===== config.mk =====
export PLATFORM = sky130hd
export DESIGN_NAME = wb_com_top
export DESIGN_NICKNAME = d
export VERILOG_FILES = /design/src/source/wb_com_pkg.sv /design/src/source/wb_com_fifo.sv /design/src/source/wb_com_master.sv /design/src/source/wb_com_slave.sv /design/src/source/wb_com_top.sv
export VERILOG_INCLUDE_DIRS = /design/src /design/src/source
export SDC_FILE = /design/constraint.sdc
export NUM_CORES = 1
export LEC_CHECK = 0
export CORE_UTILIZATION = 40
export CTS_CLUSTER_DIAMETER = 40
export DETAILED_ROUTE_END_ITERATION = 10
export DONT_BUFFER_PORTS = 1
export GPL_ROUTABILITY_DRIVEN = 0
export PLACE_DENSITY = 0.66
export SETUP_SLACK_MARGIN = 0.1
export SLEW_MARGIN = 25
export SYNTH_ARGS = -nofsm -noshare
export SYNTH_HDL_FRONTEND = slang
export SYNTH_HIERARCHICAL = 1
export SYNTH_SLANG_ARGS = --single-unit

===== constraint.sdc =====
create_clock -name clk -period 13.3 [get_ports clk]
set_input_delay 0.665 -clock clk [delete_from_list [all_inputs] [get_ports clk]]
set_output_delay 0.665 -clock clk [all_outputs]
set_load 0.005 [all_outputs]

===== src/source/wb_com_cfg.svh =====
// --------------------------------------
// Wishbone commutator configuration
// Bus widths, queue size and time tag
// --------------------------------------

`ifndef WB_COM_CFG_SVH
`define WB_COM_CFG_SVH

// Bus widths
`define WB_ADDR_W 32
`define WB_DATA_W 32

// Request queue address size, depth is 2**ASIZE
`define WB_FIFO_ASIZE 2

// Time tag is two bits wider than the queue address
`define WB_TAG_W (`WB_FIFO_ASIZE + 2)

// Outstanding slave requests, half the tag range
`define WB_MAX_OUT (1 << (`WB_TAG_W - 1))

`endif


===== src/source/wb_com_pkg.sv =====
// --------------------------------------
// Wishbone commutator types
// Bus vectors and queue entry structs
// --------------------------------------

`include "wb_com_cfg.svh"

package wb_com_pkg;

  // --------------------------------------
  // Bus vectors
  // --------------------------------------
  typedef logic [`WB_ADDR_W-1:0]   wb_addr_t;
  typedef logic [`WB_DATA_W-1:0]   wb_data_t;
  typedef logic [`WB_DATA_W/8-1:0] wb_sel_t;

  // Arrival time of a request
  typedef logic [`WB_TAG_W-1:0]    wb_tag_t;

  // --------------------------------------
  // Queue entries
  // --------------------------------------

  // Request as queued by a master port
  typedef struct packed {
    wb_addr_t addr;
    wb_sel_t  sel;
    logic     we;
    wb_tag_t  tag;
    wb_data_t dat;
  } wb_req_t;

  // Response as queued by the slave port
  typedef struct packed {
    logic     err;
    wb_data_t dat;
  } wb_rsp_t;

endpackage


===== src/source/wb_com_fifo.sv =====
// --------------------------------------
// Show-ahead synchronous FIFO
// Head word visible while not empty
// --------------------------------------

module wb_com_fifo #(
  parameter int WIDTH = 8,
  parameter int ASIZE = 2
) (
  input  logic             clk,
  input  logic             rst,
  input  logic             wr_en_i,
  input  logic [WIDTH-1:0] wr_data_i,
  input  logic             rd_en_i,
  output logic [WIDTH-1:0] rd_data_o,
  output logic             full_o,
  output logic             empty_o
);

  localparam int DEPTH = 1 << ASIZE;

  logic [WIDTH-1:0] mem [DEPTH];

  // Extra top bit tells full from empty
  logic [ASIZE:0]   wr_ptr;
  logic [ASIZE:0]   rd_ptr;
  logic             do_wr;
  logic             do_rd;

  assign do_wr = wr_en_i & ~full_o;
  assign do_rd = rd_en_i & ~empty_o;

  assign empty_o = (wr_ptr == rd_ptr);
  assign full_o  = (wr_ptr[ASIZE] != rd_ptr[ASIZE]) &&
                   (wr_ptr[ASIZE-1:0] == rd_ptr[ASIZE-1:0]);

  // Head of queue
  assign rd_data_o = mem[rd_ptr[ASIZE-1:0]];

  always_ff @(posedge clk) begin
    if (do_wr) begin
      mem[wr_ptr[ASIZE-1:0]] <= wr_data_i;
    end
  end

  always_ff @(posedge clk) begin
    if (rst) begin
      wr_ptr <= '0;
      rd_ptr <= '0;
    end else begin
      if (do_wr) begin
        wr_ptr <= wr_ptr + 1'b1;
      end
      if (do_rd) begin
        rd_ptr <= rd_ptr + 1'b1;
      end
    end
  end

endmodule


===== src/source/wb_com_master.sv =====
// --------------------------------------
// Wishbone commutator master port
// Tags and queues requests, returns
// queued responses as ack or err
// --------------------------------------

`include "wb_com_cfg.svh"

module wb_com_master (
  input  logic                clk,
  input  logic                rst,

  // Pipelined Wishbone from the master
  input  logic                m_cyc_i,
  input  logic                m_stb_i,
  input  logic                m_we_i,
  input  wb_com_pkg::wb_addr_t m_addr_i,
  input  wb_com_pkg::wb_sel_t  m_sel_i,
  input  wb_com_pkg::wb_data_t m_dat_i,
  output logic                m_stall_o,
  output logic                m_ack_o,
  output logic                m_err_o,
  output wb_com_pkg::wb_data_t m_dat_o,

  // Request queue head towards the slave port
  output wb_com_pkg::wb_req_t req_o,
  output logic                req_empty_o,
  input  logic                req_rden_i,

  // Response queue head from the slave port
  input  wb_com_pkg::wb_rsp_t rsp_i,
  input  logic                rsp_empty_i,
  output logic                rsp_rden_o
);

  import wb_com_pkg::*;

  wb_tag_t  tag_cnt;
  wb_req_t  req_in;
  logic     req_full;
  logic     accept;
  logic     ack_q;
  logic     err_q;
  wb_data_t dat_q;

  // --------------------------------------
  // Time tag
  // --------------------------------------

  // Runs in step with the other master port
  always_ff @(posedge clk) begin
    if (rst) begin
      tag_cnt <= '0;
    end else begin
      tag_cnt <= tag_cnt + 1'b1;
    end
  end

  // --------------------------------------
  // Request side
  // --------------------------------------
  assign m_stall_o = req_full;
  assign accept    = m_cyc_i & m_stb_i & ~req_full;

  assign req_in = '{
    addr: m_addr_i,
    sel:  m_sel_i,
    we:   m_we_i,
    tag:  tag_cnt,
    dat:  m_dat_i
  };

  wb_com_fifo #(
    .WIDTH ($bits(wb_req_t)),
    .ASIZE (`WB_FIFO_ASIZE)
  ) req_fifo_inst (
    .clk       (clk),
    .rst       (rst),
    .wr_en_i   (accept),
    .wr_data_i (req_in),
    .rd_en_i   (req_rden_i),
    .rd_data_o (req_o),
    .full_o    (req_full),
    .empty_o   (req_empty_o)
  );

  // --------------------------------------
  // Response side
  // --------------------------------------

  // Drain one response per cycle
  assign rsp_rden_o = ~rsp_empty_i;

  always_ff @(posedge clk) begin
    if (rst) begin
      ack_q <= 1'b0;
      err_q <= 1'b0;
    end else begin
      ack_q <= rsp_rden_o & ~rsp_i.err;
      err_q <= rsp_rden_o & rsp_i.err;
    end
  end

  always_ff @(posedge clk) begin
    if (rsp_rden_o) begin
      dat_q <= rsp_i.dat;
    end
  end

  assign m_ack_o = ack_q;
  assign m_err_o = err_q;
  assign m_dat_o = dat_q;

endmodule


===== src/source/wb_com_slave.sv =====
// --------------------------------------
// Wishbone commutator slave port
// Age arbitration between two masters,
// issue on the slave bus, response routing
// --------------------------------------

`include "wb_com_cfg.svh"

module wb_com_slave (
  input  logic                 clk,
  input  logic                 rst,

  // Pipelined Wishbone towards the slave
  output logic                 s_cyc_o,
  output logic                 s_stb_o,
  output logic                 s_we_o,
  output wb_com_pkg::wb_addr_t s_addr_o,
  output wb_com_pkg::wb_sel_t  s_sel_o,
  output wb_com_pkg::wb_data_t s_dat_o,
  input  wb_com_pkg::wb_data_t s_dat_i,
  input  logic                 s_stall_i,
  input  logic                 s_ack_i,
  input  logic                 s_err_i,

  // Request queue heads
  input  wb_com_pkg::wb_req_t  m0_req_i,
  input  logic                 m0_req_empty_i,
  output logic                 m0_req_rden_o,
  input  wb_com_pkg::wb_req_t  m1_req_i,
  input  logic                 m1_req_empty_i,
  output logic                 m1_req_rden_o,

  // Response queue heads
  output wb_com_pkg::wb_rsp_t  m0_rsp_o,
  output logic                 m0_rsp_empty_o,
  input  logic                 m0_rsp_rden_i,
  output wb_com_pkg::wb_rsp_t  m1_rsp_o,
  output logic                 m1_rsp_empty_o,
  input  logic                 m1_rsp_rden_i
);

  import wb_com_pkg::*;

  localparam int MAX_OUT = `WB_MAX_OUT;
  localparam int TW      = `WB_TAG_W;

  wb_tag_t              m0_tag;
  wb_tag_t              m1_tag;
  logic                 m1_dir;
  wb_req_t              sel_req;
  logic                 issue;
  logic                 rsp_in;
  logic                 has_out;
  logic                 m1_owner;
  logic [MAX_OUT-1:0]   dir_sr;
  logic [MAX_OUT-1:0]   occ;
  wb_rsp_t              rsp_word;
  logic                 m0_rsp_wr;
  logic                 m1_rsp_wr;

  // --------------------------------------
  // Age arbitration
  // --------------------------------------
  assign m0_tag = m0_req_i.tag;
  assign m1_tag = m1_req_i.tag;

  // Top bits differ when the counter wrapped between the two arrivals
  assign m1_dir = m0_req_empty_i |
                  (~m1_req_empty_i &
                   ((m1_tag[TW-1] ^ m0_tag[TW-1]) ?
                    (m1_tag[TW-2:0] > m0_tag[TW-2:0]) :
                    (m1_tag[TW-2:0] < m0_tag[TW-2:0])));

  assign sel_req = m1_dir ? m1_req_i : m0_req_i;

  // --------------------------------------
  // Slave bus request
  // --------------------------------------
  assign has_out = |occ;
  assign s_stb_o = (~m0_req_empty_i | ~m1_req_empty_i) & ~occ[MAX_OUT-1];
  assign s_cyc_o = ~m0_req_empty_i | ~m1_req_empty_i | has_out;
  assign s_we_o   = sel_req.we;
  assign s_addr_o = sel_req.addr;
  assign s_sel_o  = sel_req.sel;
  assign s_dat_o  = sel_req.dat;

  assign issue         = s_stb_o & ~s_stall_i;
  assign m0_req_rden_o = issue & ~m1_dir;
  assign m1_req_rden_o = issue & m1_dir;

  // --------------------------------------
  // Outstanding request tracking
  // --------------------------------------

  // Newest direction enters at bit 0, occ marks the oldest one
  assign rsp_in = s_ack_i | s_err_i;

  always_ff @(posedge clk) begin
    if (rst) begin
      dir_sr <= '0;
      occ    <= '0;
    end else begin
      if (issue) begin
        dir_sr <= {dir_sr[MAX_OUT-2:0], m1_dir};
      end
      if (issue && !rsp_in) begin
        occ <= has_out ? (occ << 1) : {{(MAX_OUT-1){1'b0}}, 1'b1};
      end else if (rsp_in && !issue) begin
        occ <= occ >> 1;
      end
    end
  end

  // Nothing outstanding means the answer is for the request now issued
  assign m1_owner  = has_out ? |(occ & dir_sr) : m1_dir;
  assign m0_rsp_wr = rsp_in & (has_out | issue) & ~m1_owner;
  assign m1_rsp_wr = rsp_in & (has_out | issue) & m1_owner;

  assign rsp_word = '{err: s_err_i, dat: s_dat_i};

  // --------------------------------------
  // Response queues
  // --------------------------------------
  wb_com_fifo #(
    .WIDTH ($bits(wb_rsp_t)),
    .ASIZE (`WB_FIFO_ASIZE + 1)
  ) m0_rsp_fifo_inst (
    .clk (clk), .rst (rst),
    .wr_en_i (m0_rsp_wr), .wr_data_i (rsp_word),
    .rd_en_i (m0_rsp_rden_i), .rd_data_o (m0_rsp_o),
    .full_o (), .empty_o (m0_rsp_empty_o)
  );

  wb_com_fifo #(
    .WIDTH ($bits(wb_rsp_t)),
    .ASIZE (`WB_FIFO_ASIZE + 1)
  ) m1_rsp_fifo_inst (
    .clk (clk), .rst (rst),
    .wr_en_i (m1_rsp_wr), .wr_data_i (rsp_word),
    .rd_en_i (m1_rsp_rden_i), .rd_data_o (m1_rsp_o),
    .full_o (), .empty_o (m1_rsp_empty_o)
  );

endmodule


===== src/source/wb_com_top.sv =====
// --------------------------------------
// Wishbone commutator top level
// Two master ports sharing one slave
// --------------------------------------

module wb_com_top (
  input  logic                 clk,
  input  logic                 rst,

  // Master 0
  input  logic                 m0_cyc_i,
  input  logic                 m0_stb_i,
  input  logic                 m0_we_i,
  input  wb_com_pkg::wb_addr_t m0_addr_i,
  input  wb_com_pkg::wb_sel_t  m0_sel_i,
  input  wb_com_pkg::wb_data_t m0_dat_i,
  output logic                 m0_stall_o,
  output logic                 m0_ack_o,
  output logic                 m0_err_o,
  output wb_com_pkg::wb_data_t m0_dat_o,

  // Master 1
  input  logic                 m1_cyc_i,
  input  logic                 m1_stb_i,
  input  logic                 m1_we_i,
  input  wb_com_pkg::wb_addr_t m1_addr_i,
  input  wb_com_pkg::wb_sel_t  m1_sel_i,
  input  wb_com_pkg::wb_data_t m1_dat_i,
  output logic                 m1_stall_o,
  output logic                 m1_ack_o,
  output logic                 m1_err_o,
  output wb_com_pkg::wb_data_t m1_dat_o,

  // Shared slave
  output logic                 s_cyc_o,
  output logic                 s_stb_o,
  output logic                 s_we_o,
  output wb_com_pkg::wb_addr_t s_addr_o,
  output wb_com_pkg::wb_sel_t  s_sel_o,
  output wb_com_pkg::wb_data_t s_dat_o,
  input  wb_com_pkg::wb_data_t s_dat_i,
  input  logic                 s_stall_i,
  input  logic                 s_ack_i,
  input  logic                 s_err_i
);

  import wb_com_pkg::*;

  wb_req_t m0_req;
  wb_req_t m1_req;
  wb_rsp_t m0_rsp;
  wb_rsp_t m1_rsp;
  logic    m0_req_empty;
  logic    m1_req_empty;
  logic    m0_req_rden;
  logic    m1_req_rden;
  logic    m0_rsp_empty;
  logic    m1_rsp_empty;
  logic    m0_rsp_rden;
  logic    m1_rsp_rden;

  // --------------------------------------
  // Master ports
  // --------------------------------------
  wb_com_master m0_port_inst (
    .clk (clk), .rst (rst),
    .m_cyc_i (m0_cyc_i), .m_stb_i (m0_stb_i), .m_we_i (m0_we_i),
    .m_addr_i (m0_addr_i), .m_sel_i (m0_sel_i), .m_dat_i (m0_dat_i),
    .m_stall_o (m0_stall_o), .m_ack_o (m0_ack_o), .m_err_o (m0_err_o),
    .m_dat_o (m0_dat_o),
    .req_o (m0_req), .req_empty_o (m0_req_empty), .req_rden_i (m0_req_rden),
    .rsp_i (m0_rsp), .rsp_empty_i (m0_rsp_empty), .rsp_rden_o (m0_rsp_rden)
  );

  wb_com_master m1_port_inst (
    .clk (clk), .rst (rst),
    .m_cyc_i (m1_cyc_i), .m_stb_i (m1_stb_i), .m_we_i (m1_we_i),
    .m_addr_i (m1_addr_i), .m_sel_i (m1_sel_i), .m_dat_i (m1_dat_i),
    .m_stall_o (m1_stall_o), .m_ack_o (m1_ack_o), .m_err_o (m1_err_o),
    .m_dat_o (m1_dat_o),
    .req_o (m1_req), .req_empty_o (m1_req_empty), .req_rden_i (m1_req_rden),
    .rsp_i (m1_rsp), .rsp_empty_i (m1_rsp_empty), .rsp_rden_o (m1_rsp_rden)
  );

  // --------------------------------------
  // Slave port
  // --------------------------------------
  wb_com_slave slave_port_inst (
    .clk (clk), .rst (rst),
    .s_cyc_o (s_cyc_o), .s_stb_o (s_stb_o), .s_we_o (s_we_o),
    .s_addr_o (s_addr_o), .s_sel_o (s_sel_o), .s_dat_o (s_dat_o),
    .s_dat_i (s_dat_i), .s_stall_i (s_stall_i),
    .s_ack_i (s_ack_i), .s_err_i (s_err_i),
    .m0_req_i (m0_req), .m0_req_empty_i (m0_req_empty), .m0_req_rden_o (m0_req_rden),
    .m1_req_i (m1_req), .m1_req_empty_i (m1_req_empty), .m1_req_rden_o (m1_req_rden),
    .m0_rsp_o (m0_rsp), .m0_rsp_empty_o (m0_rsp_empty), .m0_rsp_rden_i (m0_rsp_rden),
    .m1_rsp_o (m1_rsp), .m1_rsp_empty_o (m1_rsp_empty), .m1_rsp_rden_i (m1_rsp_rden)
  );

endmodule


== Word level (Yosys, flattened, before mapping) ==
Memory sizes are Yosys's and may differ from the RTL's. A register that Yosys moved wholly into a read port is not among the register bits.
Cells that the tools add are included.

* Bits in writable memories: 1,112
* Memories: 4
* Word-level logic and storage cells: 122
* Input bits: 179
* Output and inout port bits: 141
* Register bits after elaboration: 120

{| class="wikitable"
|+ Memory list
! memory !! depth !! width !! read ports !! clocked after memory_dff !! write ports !! line !! source
|-
| m0_port_inst.req_fifo_inst.mem || 4 || 73 || 1 || 1 || 1 || wb_com_fifo.sv:22 || <nowiki>logic [WIDTH-1:0] mem [DEPTH];</nowiki>
|-
| m1_port_inst.req_fifo_inst.mem || 4 || 73 || 1 || 1 || 1 || wb_com_fifo.sv:22 ||
|-
| slave_port_inst.m0_rsp_fifo_inst.mem || 8 || 33 || 1 || 1 || 1 || wb_com_fifo.sv:22 ||
|-
| slave_port_inst.m1_rsp_fifo_inst.mem || 8 || 33 || 1 || 1 || 1 || wb_com_fifo.sv:22 ||
|}

* Equality and inequality tests: 12
* $add $sub $neg: 10
* Bitwise operators: 43
* Order comparisons: 2
* Mux-type cells: 22
* Reduce and logical (&&, ||, !) cells: 11

{| class="wikitable"
|+ Operators with widths
! kind !! number
|-
| $mux 73 || 1
|-
| $add 4x1->4 const B || 6
|-
| $mux 8 || 3
|-
| $and 1x1->1 || 22
|-
| $reduce_or 8->1 || 2
|-
| $not 1->1 || 14
|-
| $add 3x1->3 const B || 4
|-
| $eq 3x3->1 || 4
|-
| $mux 3 || 4
|-
| $mux 1 || 10
|-
| $and 8x8->8 || 1
|-
| $eq 4x4->1 || 2
|-
| $mux 2 || 4
|-
| $logic_and 1x1->1 || 6
|-
| $or 1x1->1 || 5
|-
| $eq 2x2->1 || 2
|-
| $ne 1x1->1 || 4
|-
| $gt 3x3->1 || 1
|-
| $lt 3x3->1 || 1
|-
| $logic_not 1->1 || 2
|-
| $reduce_bool 2->1 || 1
|-
| $xor 1x1->1 || 1
|}

== Longest topological paths before layout ==
* Depth in word-level cells: 11
* Depth in mapped cells: 14

== By module ==
Netlist, hierarchy kept.

{| class="wikitable"
|+ Modules (own cells, without submodules)
! module !! cells each !! instances !! seq. area each (µm²) !! area an instance (µm²)
|-
| wb_com_fifo (m0_port_inst.req_fifo_inst ...) || 449 || 2 || 8,928.6 || 11,083.1
|-
| wb_com_fifo (slave_port_inst.m0_rsp_fifo_inst ...) || 465 || 2 || 8,147.8 || 10,662.7
|-
| wb_com_master || 52 || 2 || 1,081.0 || 1,172.4
|-
| wb_com_slave || 188 || 1 || 320.3 || 1,911.8
|}

== Least setup slack after synthesis ==
No wires, ideal clock.

* Path type: register to register
* Start: reg (tool-made name)
* End: mem slave_port_inst/m1_rsp_fifo_inst/mem[5][0] (netlist bit) (enable)
* Arrival: 6.270 ns
* Setup slack: 6.512 ns
* Stages on the path, launching flop included: 13
* Path through: dfxtp_1 -> buf_2 -> buf_4 -> mux4_2 -> ha_1 -> and3_1 -> a2111oi_2 -> nor3_1 -> buf_6 -> buf_6 -> o2bb2ai_1 -> nand2_1 -> nor4b_1

{| class="wikitable"
|+ RTL lines
! element !! line
|-
| to (decl) || wb_com_fifo.sv:22
|}

==> results.cfg <==
[global_routing]
grt_start_max_net_pins = 86
grt_pass1_vias = 22618
gr-usage-met1_pct = 22.2
grtUsageTotal_pct = 16.6
met2_usage_pct = 27.0
antenna_found_initial = 14
grt_pass1_wl_um = 149000
grt_overflow_total = 0
top_usage_layer = met2
grt.met3_usage_pct = 4.29

[sta]
setup_slack_ns = 7.11
finalClockSkew_ns = 0.0579
hold_viol_final = 0
rsz0062_at_grt = no
final.min_clock_period_ns = 6.19
worst_slew_pin_slew_ns = 1.03
finalCritPeriodShare_pct = 46.5
max-slew-margin-rel_pct = 31.3
setup_violations = 0
fmax_mhz = 162
tns_ns = 0
drv_slew = 0

[route]
ant_nets = 0
wl_per_cell_um = 24.6
drc = 0
num_vias = 22006
drt_iter0_markers = 1928
detail_route.first_pass.iterations = 7
routed_wl_um = 99900
viasPerCell = 5.42

[cts]
htreeDepth = 4
clkTransAtPathRegs_ns = 0.06
clk_latency_ns = 0.79
root_buffer = clkbuf_16
cts_made_buffers = 150
cts_buffer_depth = 3
clock-sinks = 1242
cts_tree = yes
cts_resized = 0

[setup_path]
critPathKind = register to output pin
critPathLaunchType = register
crit_fanout = 43
required_ns = 12.64
arrival_ns = 5.52
crit_path_end_kind = output pin

[synth]
synth-edff-count = 1176
ys_seq_area_share_pct = 76.7
synthFlopType = edfxtp_1
yosysWarnings = 6
syn_nets = 2319
syn-mean-instance-area_um2 = 22.5
synth-seq-cells = 1242
synth_cell_types = 54
syn_inst = 2120
async_flop_share_pct = 0
synth_area_um2 = 47700

[pwr]
ir_drop_uv = 144
intPower_mw = 7.70
p_leak_nw = 17.7
power.density_nw_per_um2 = 183
pwr-share-clk_pct = 39.3
seq_power_share_pct = 46.2
switching_power_mw = 2.66
switching_share_pct = 25.7
fin_total_pwr_mw = 10.4
comb_power_share_pct = 14.5

[layout]
layout_commonest_cell = edfxtp_1
final_cells = 4057
final_cell_mix = 1176 x edfxtp_1, 278 x mux4_2, 173 x dlygate4sd3_1
layout.nets = 2580
drive_gt1_share_pct = 29.9
area_delta_synth_final_pct = 18.4
nFillCells = 9366
post-route-util_pct = 47.8
seq_area_um2 = 36700
multiInputGateArea_um2 = 10600

[floorplan]
initial_utilization_pct = 40.4
boundaryPins = 320
core-area_um2 = 118000
row_count = 126
die-area_um2 = 121000
fp.dieH_um = 348
die_w_um = 348

[worst_hold_path]
hp-class = input port to register

[run_status]
status = completed

[place]
place_ws_ns = 7.58
dp_cells = 3592
place_hpwl_um = 59000
numPortBuffers = 0

[run]
max_cap_violations = 0
==> synth_stat cells, drive strengths merged (7+ instances only) <==
library cell,number,area share (%)
dfxtp,66,2.8
xnor2,17,0.31
a31oi,8,0.10
a21oi,21,0.22
mux4,278,13
o21ai,8,0.084
nor2b,14,0.18
clkbuf,31,0.32
buf,71,1.0
nor3b,14,0.22
nand2b,11,0.14
mux2i,15,0.31
a41oi,8,0.15
o211ai,10,0.16
ha,20,0.52
xor2,14,0.26
inv,15,0.12
edfxtp,1176,74
nand3,11,0.12
nand2,34,0.27
nor3,11,0.12
nor2,42,0.33
nand4,9,0.12
mux2,151,4.0
and2,7,0.092
==> layer usage <==
metal,part of all wire [%],wire length (um)
met1,41,41400
met2,50,49500
met3,7.1,7070
met4,1.8,1770
met5,0.073,73
==> state kept, by name, indices dropped and copies added (netlist names), named ones only <==
register / flops
m0_port_inst/m_ack_o: 1
m1_port_inst/req_fifo_inst/rd_ptr: 3
slave_port_inst/m1_rsp_fifo_inst/rd_ptr: 4
slave_port_inst/m0_rsp_fifo_inst/mem: 264
m0_port_inst/req_fifo_inst/wr_ptr: 3
m0_port_inst/m_err_o: 1
slave_port_inst/m1_rsp_fifo_inst/wr_ptr: 4
slave_port_inst/m0_rsp_fifo_inst/rd_ptr: 4
slave_port_inst/occ: 8
m1_port_inst/tag_cnt: 4
m0_port_inst/m_dat_o: 32
m0_port_inst/req_fifo_inst/rd_ptr: 3
m1_port_inst/req_fifo_inst/wr_ptr: 3
slave_port_inst/dir_sr: 8
slave_port_inst/m0_rsp_fifo_inst/wr_ptr: 4
m0_port_inst/tag_cnt: 4
m1_port_inst/req_fifo_inst/mem: 292
slave_port_inst/m1_rsp_fifo_inst/mem: 264
m1_port_inst/m_dat_o: 32
m1_port_inst/m_ack_o: 1
m0_port_inst/req_fifo_inst/mem: 292
m1_port_inst/m_err_o: 1
==> power by group through the flow <==
stage / Sequential (mW) / Clock (mW) / Combinational, mW
CTS: 4.79 / 4.16 / 1.53
global placement: 4.85 / 0 / 1.41
detailed placement: 4.87 / 0 / 1.43
floorplan: 4.75 / 0 / 1.21
global route: 4.82 / 4.32 / 1.61
finish: 4.78 / 4.08 / 1.50
==> worst max-delay path: stages, from the launching register on <==
cell and delay, ns:
dfxtp_4 0.84, buf_4 0.76, mux4_2 0.63, xnor2_1 0.27
a2111oi_2 0.10, nor3_2 0.33, buf_4 0.57, buf_4 0.66
mux2_2 0.43
==> final cells by class <==
| class | count | share of cell area (%) |
|---|---|---|
| antenna | 10 | 0.0443 |
| clock buffer | 171 | 6.81 |
| clock inverter | 111 | 2.33 |
| inverter | 15 | 0.0996 |
| multi-input combinational | 761 | 18.7 |
| sequential | 1242 | 64.8 |
| tap | 1536 | 3.40 |
| timing repair buffer | 211 | 3.75 |
==> final timing paths <==
path | from | to | slack [ns] | depth (start not counted)
min reg2reg | slave_port_inst/dir_sr[7]$_SDFFE_PP0P_ | slave_port_inst/dir_sr[7]$_SDFFE_PP0P_ | 0.46 | 2
min | rst | slave_port_inst/dir_sr[7]$_SDFFE_PP0P_ | 0.11 | 1
max reg2reg | register | slave_port_inst/m1_rsp_fifo_inst/mem[5][9]$_DFFE_PP_ | 8.40 | 9
max | register | s_dat_o[2] | 7.11 | 8
==> kinds of logic (layout without fill, tap and decap cells) <==
| logic type | after synthesis | in the layout | synth area share (%) |
|---|---|---|---|
| DFF | 1242 | 1242 | 76.7 |
| muxes | 444 | 444 | 17.4 |
| and+or+nand+nor | 188 | 188 | 2.16 |
| buffers and inverters | 117 | 508 | 1.47 |
| AOI/OAI and AO/OA | 78 | 78 | 1.16 |
| xor gates and xnor gates | 31 | 31 | 0.569 |
| adders and majority gates | 20 | 20 | 0.524 |
| other | 0 | 10 | 0 |
==> timing repair <==
item / in CTS / in global routing
buffers inserted: 0 / 0
endpoints found under the hold margin: 1084 / 0
hold buffers: 173 / 0
==> per-stage QoR <==
| step | area (um2) | hold WS [ns] |
|---|---|---|
| 6_report | 56500 | 0.109 |
| 5_1_grt | 56500 | 0.0424 |
| 4_1_cts | 56500 | 0.00238 |
| 3_5_place_dp | 49600 | 0.454 |
| 3_3_place_gp | 49400 | 0.448 |
| 2_1_floorplan | 47700 | 0.437 |
No activity file was read; power rests on OpenSTA's default activity.
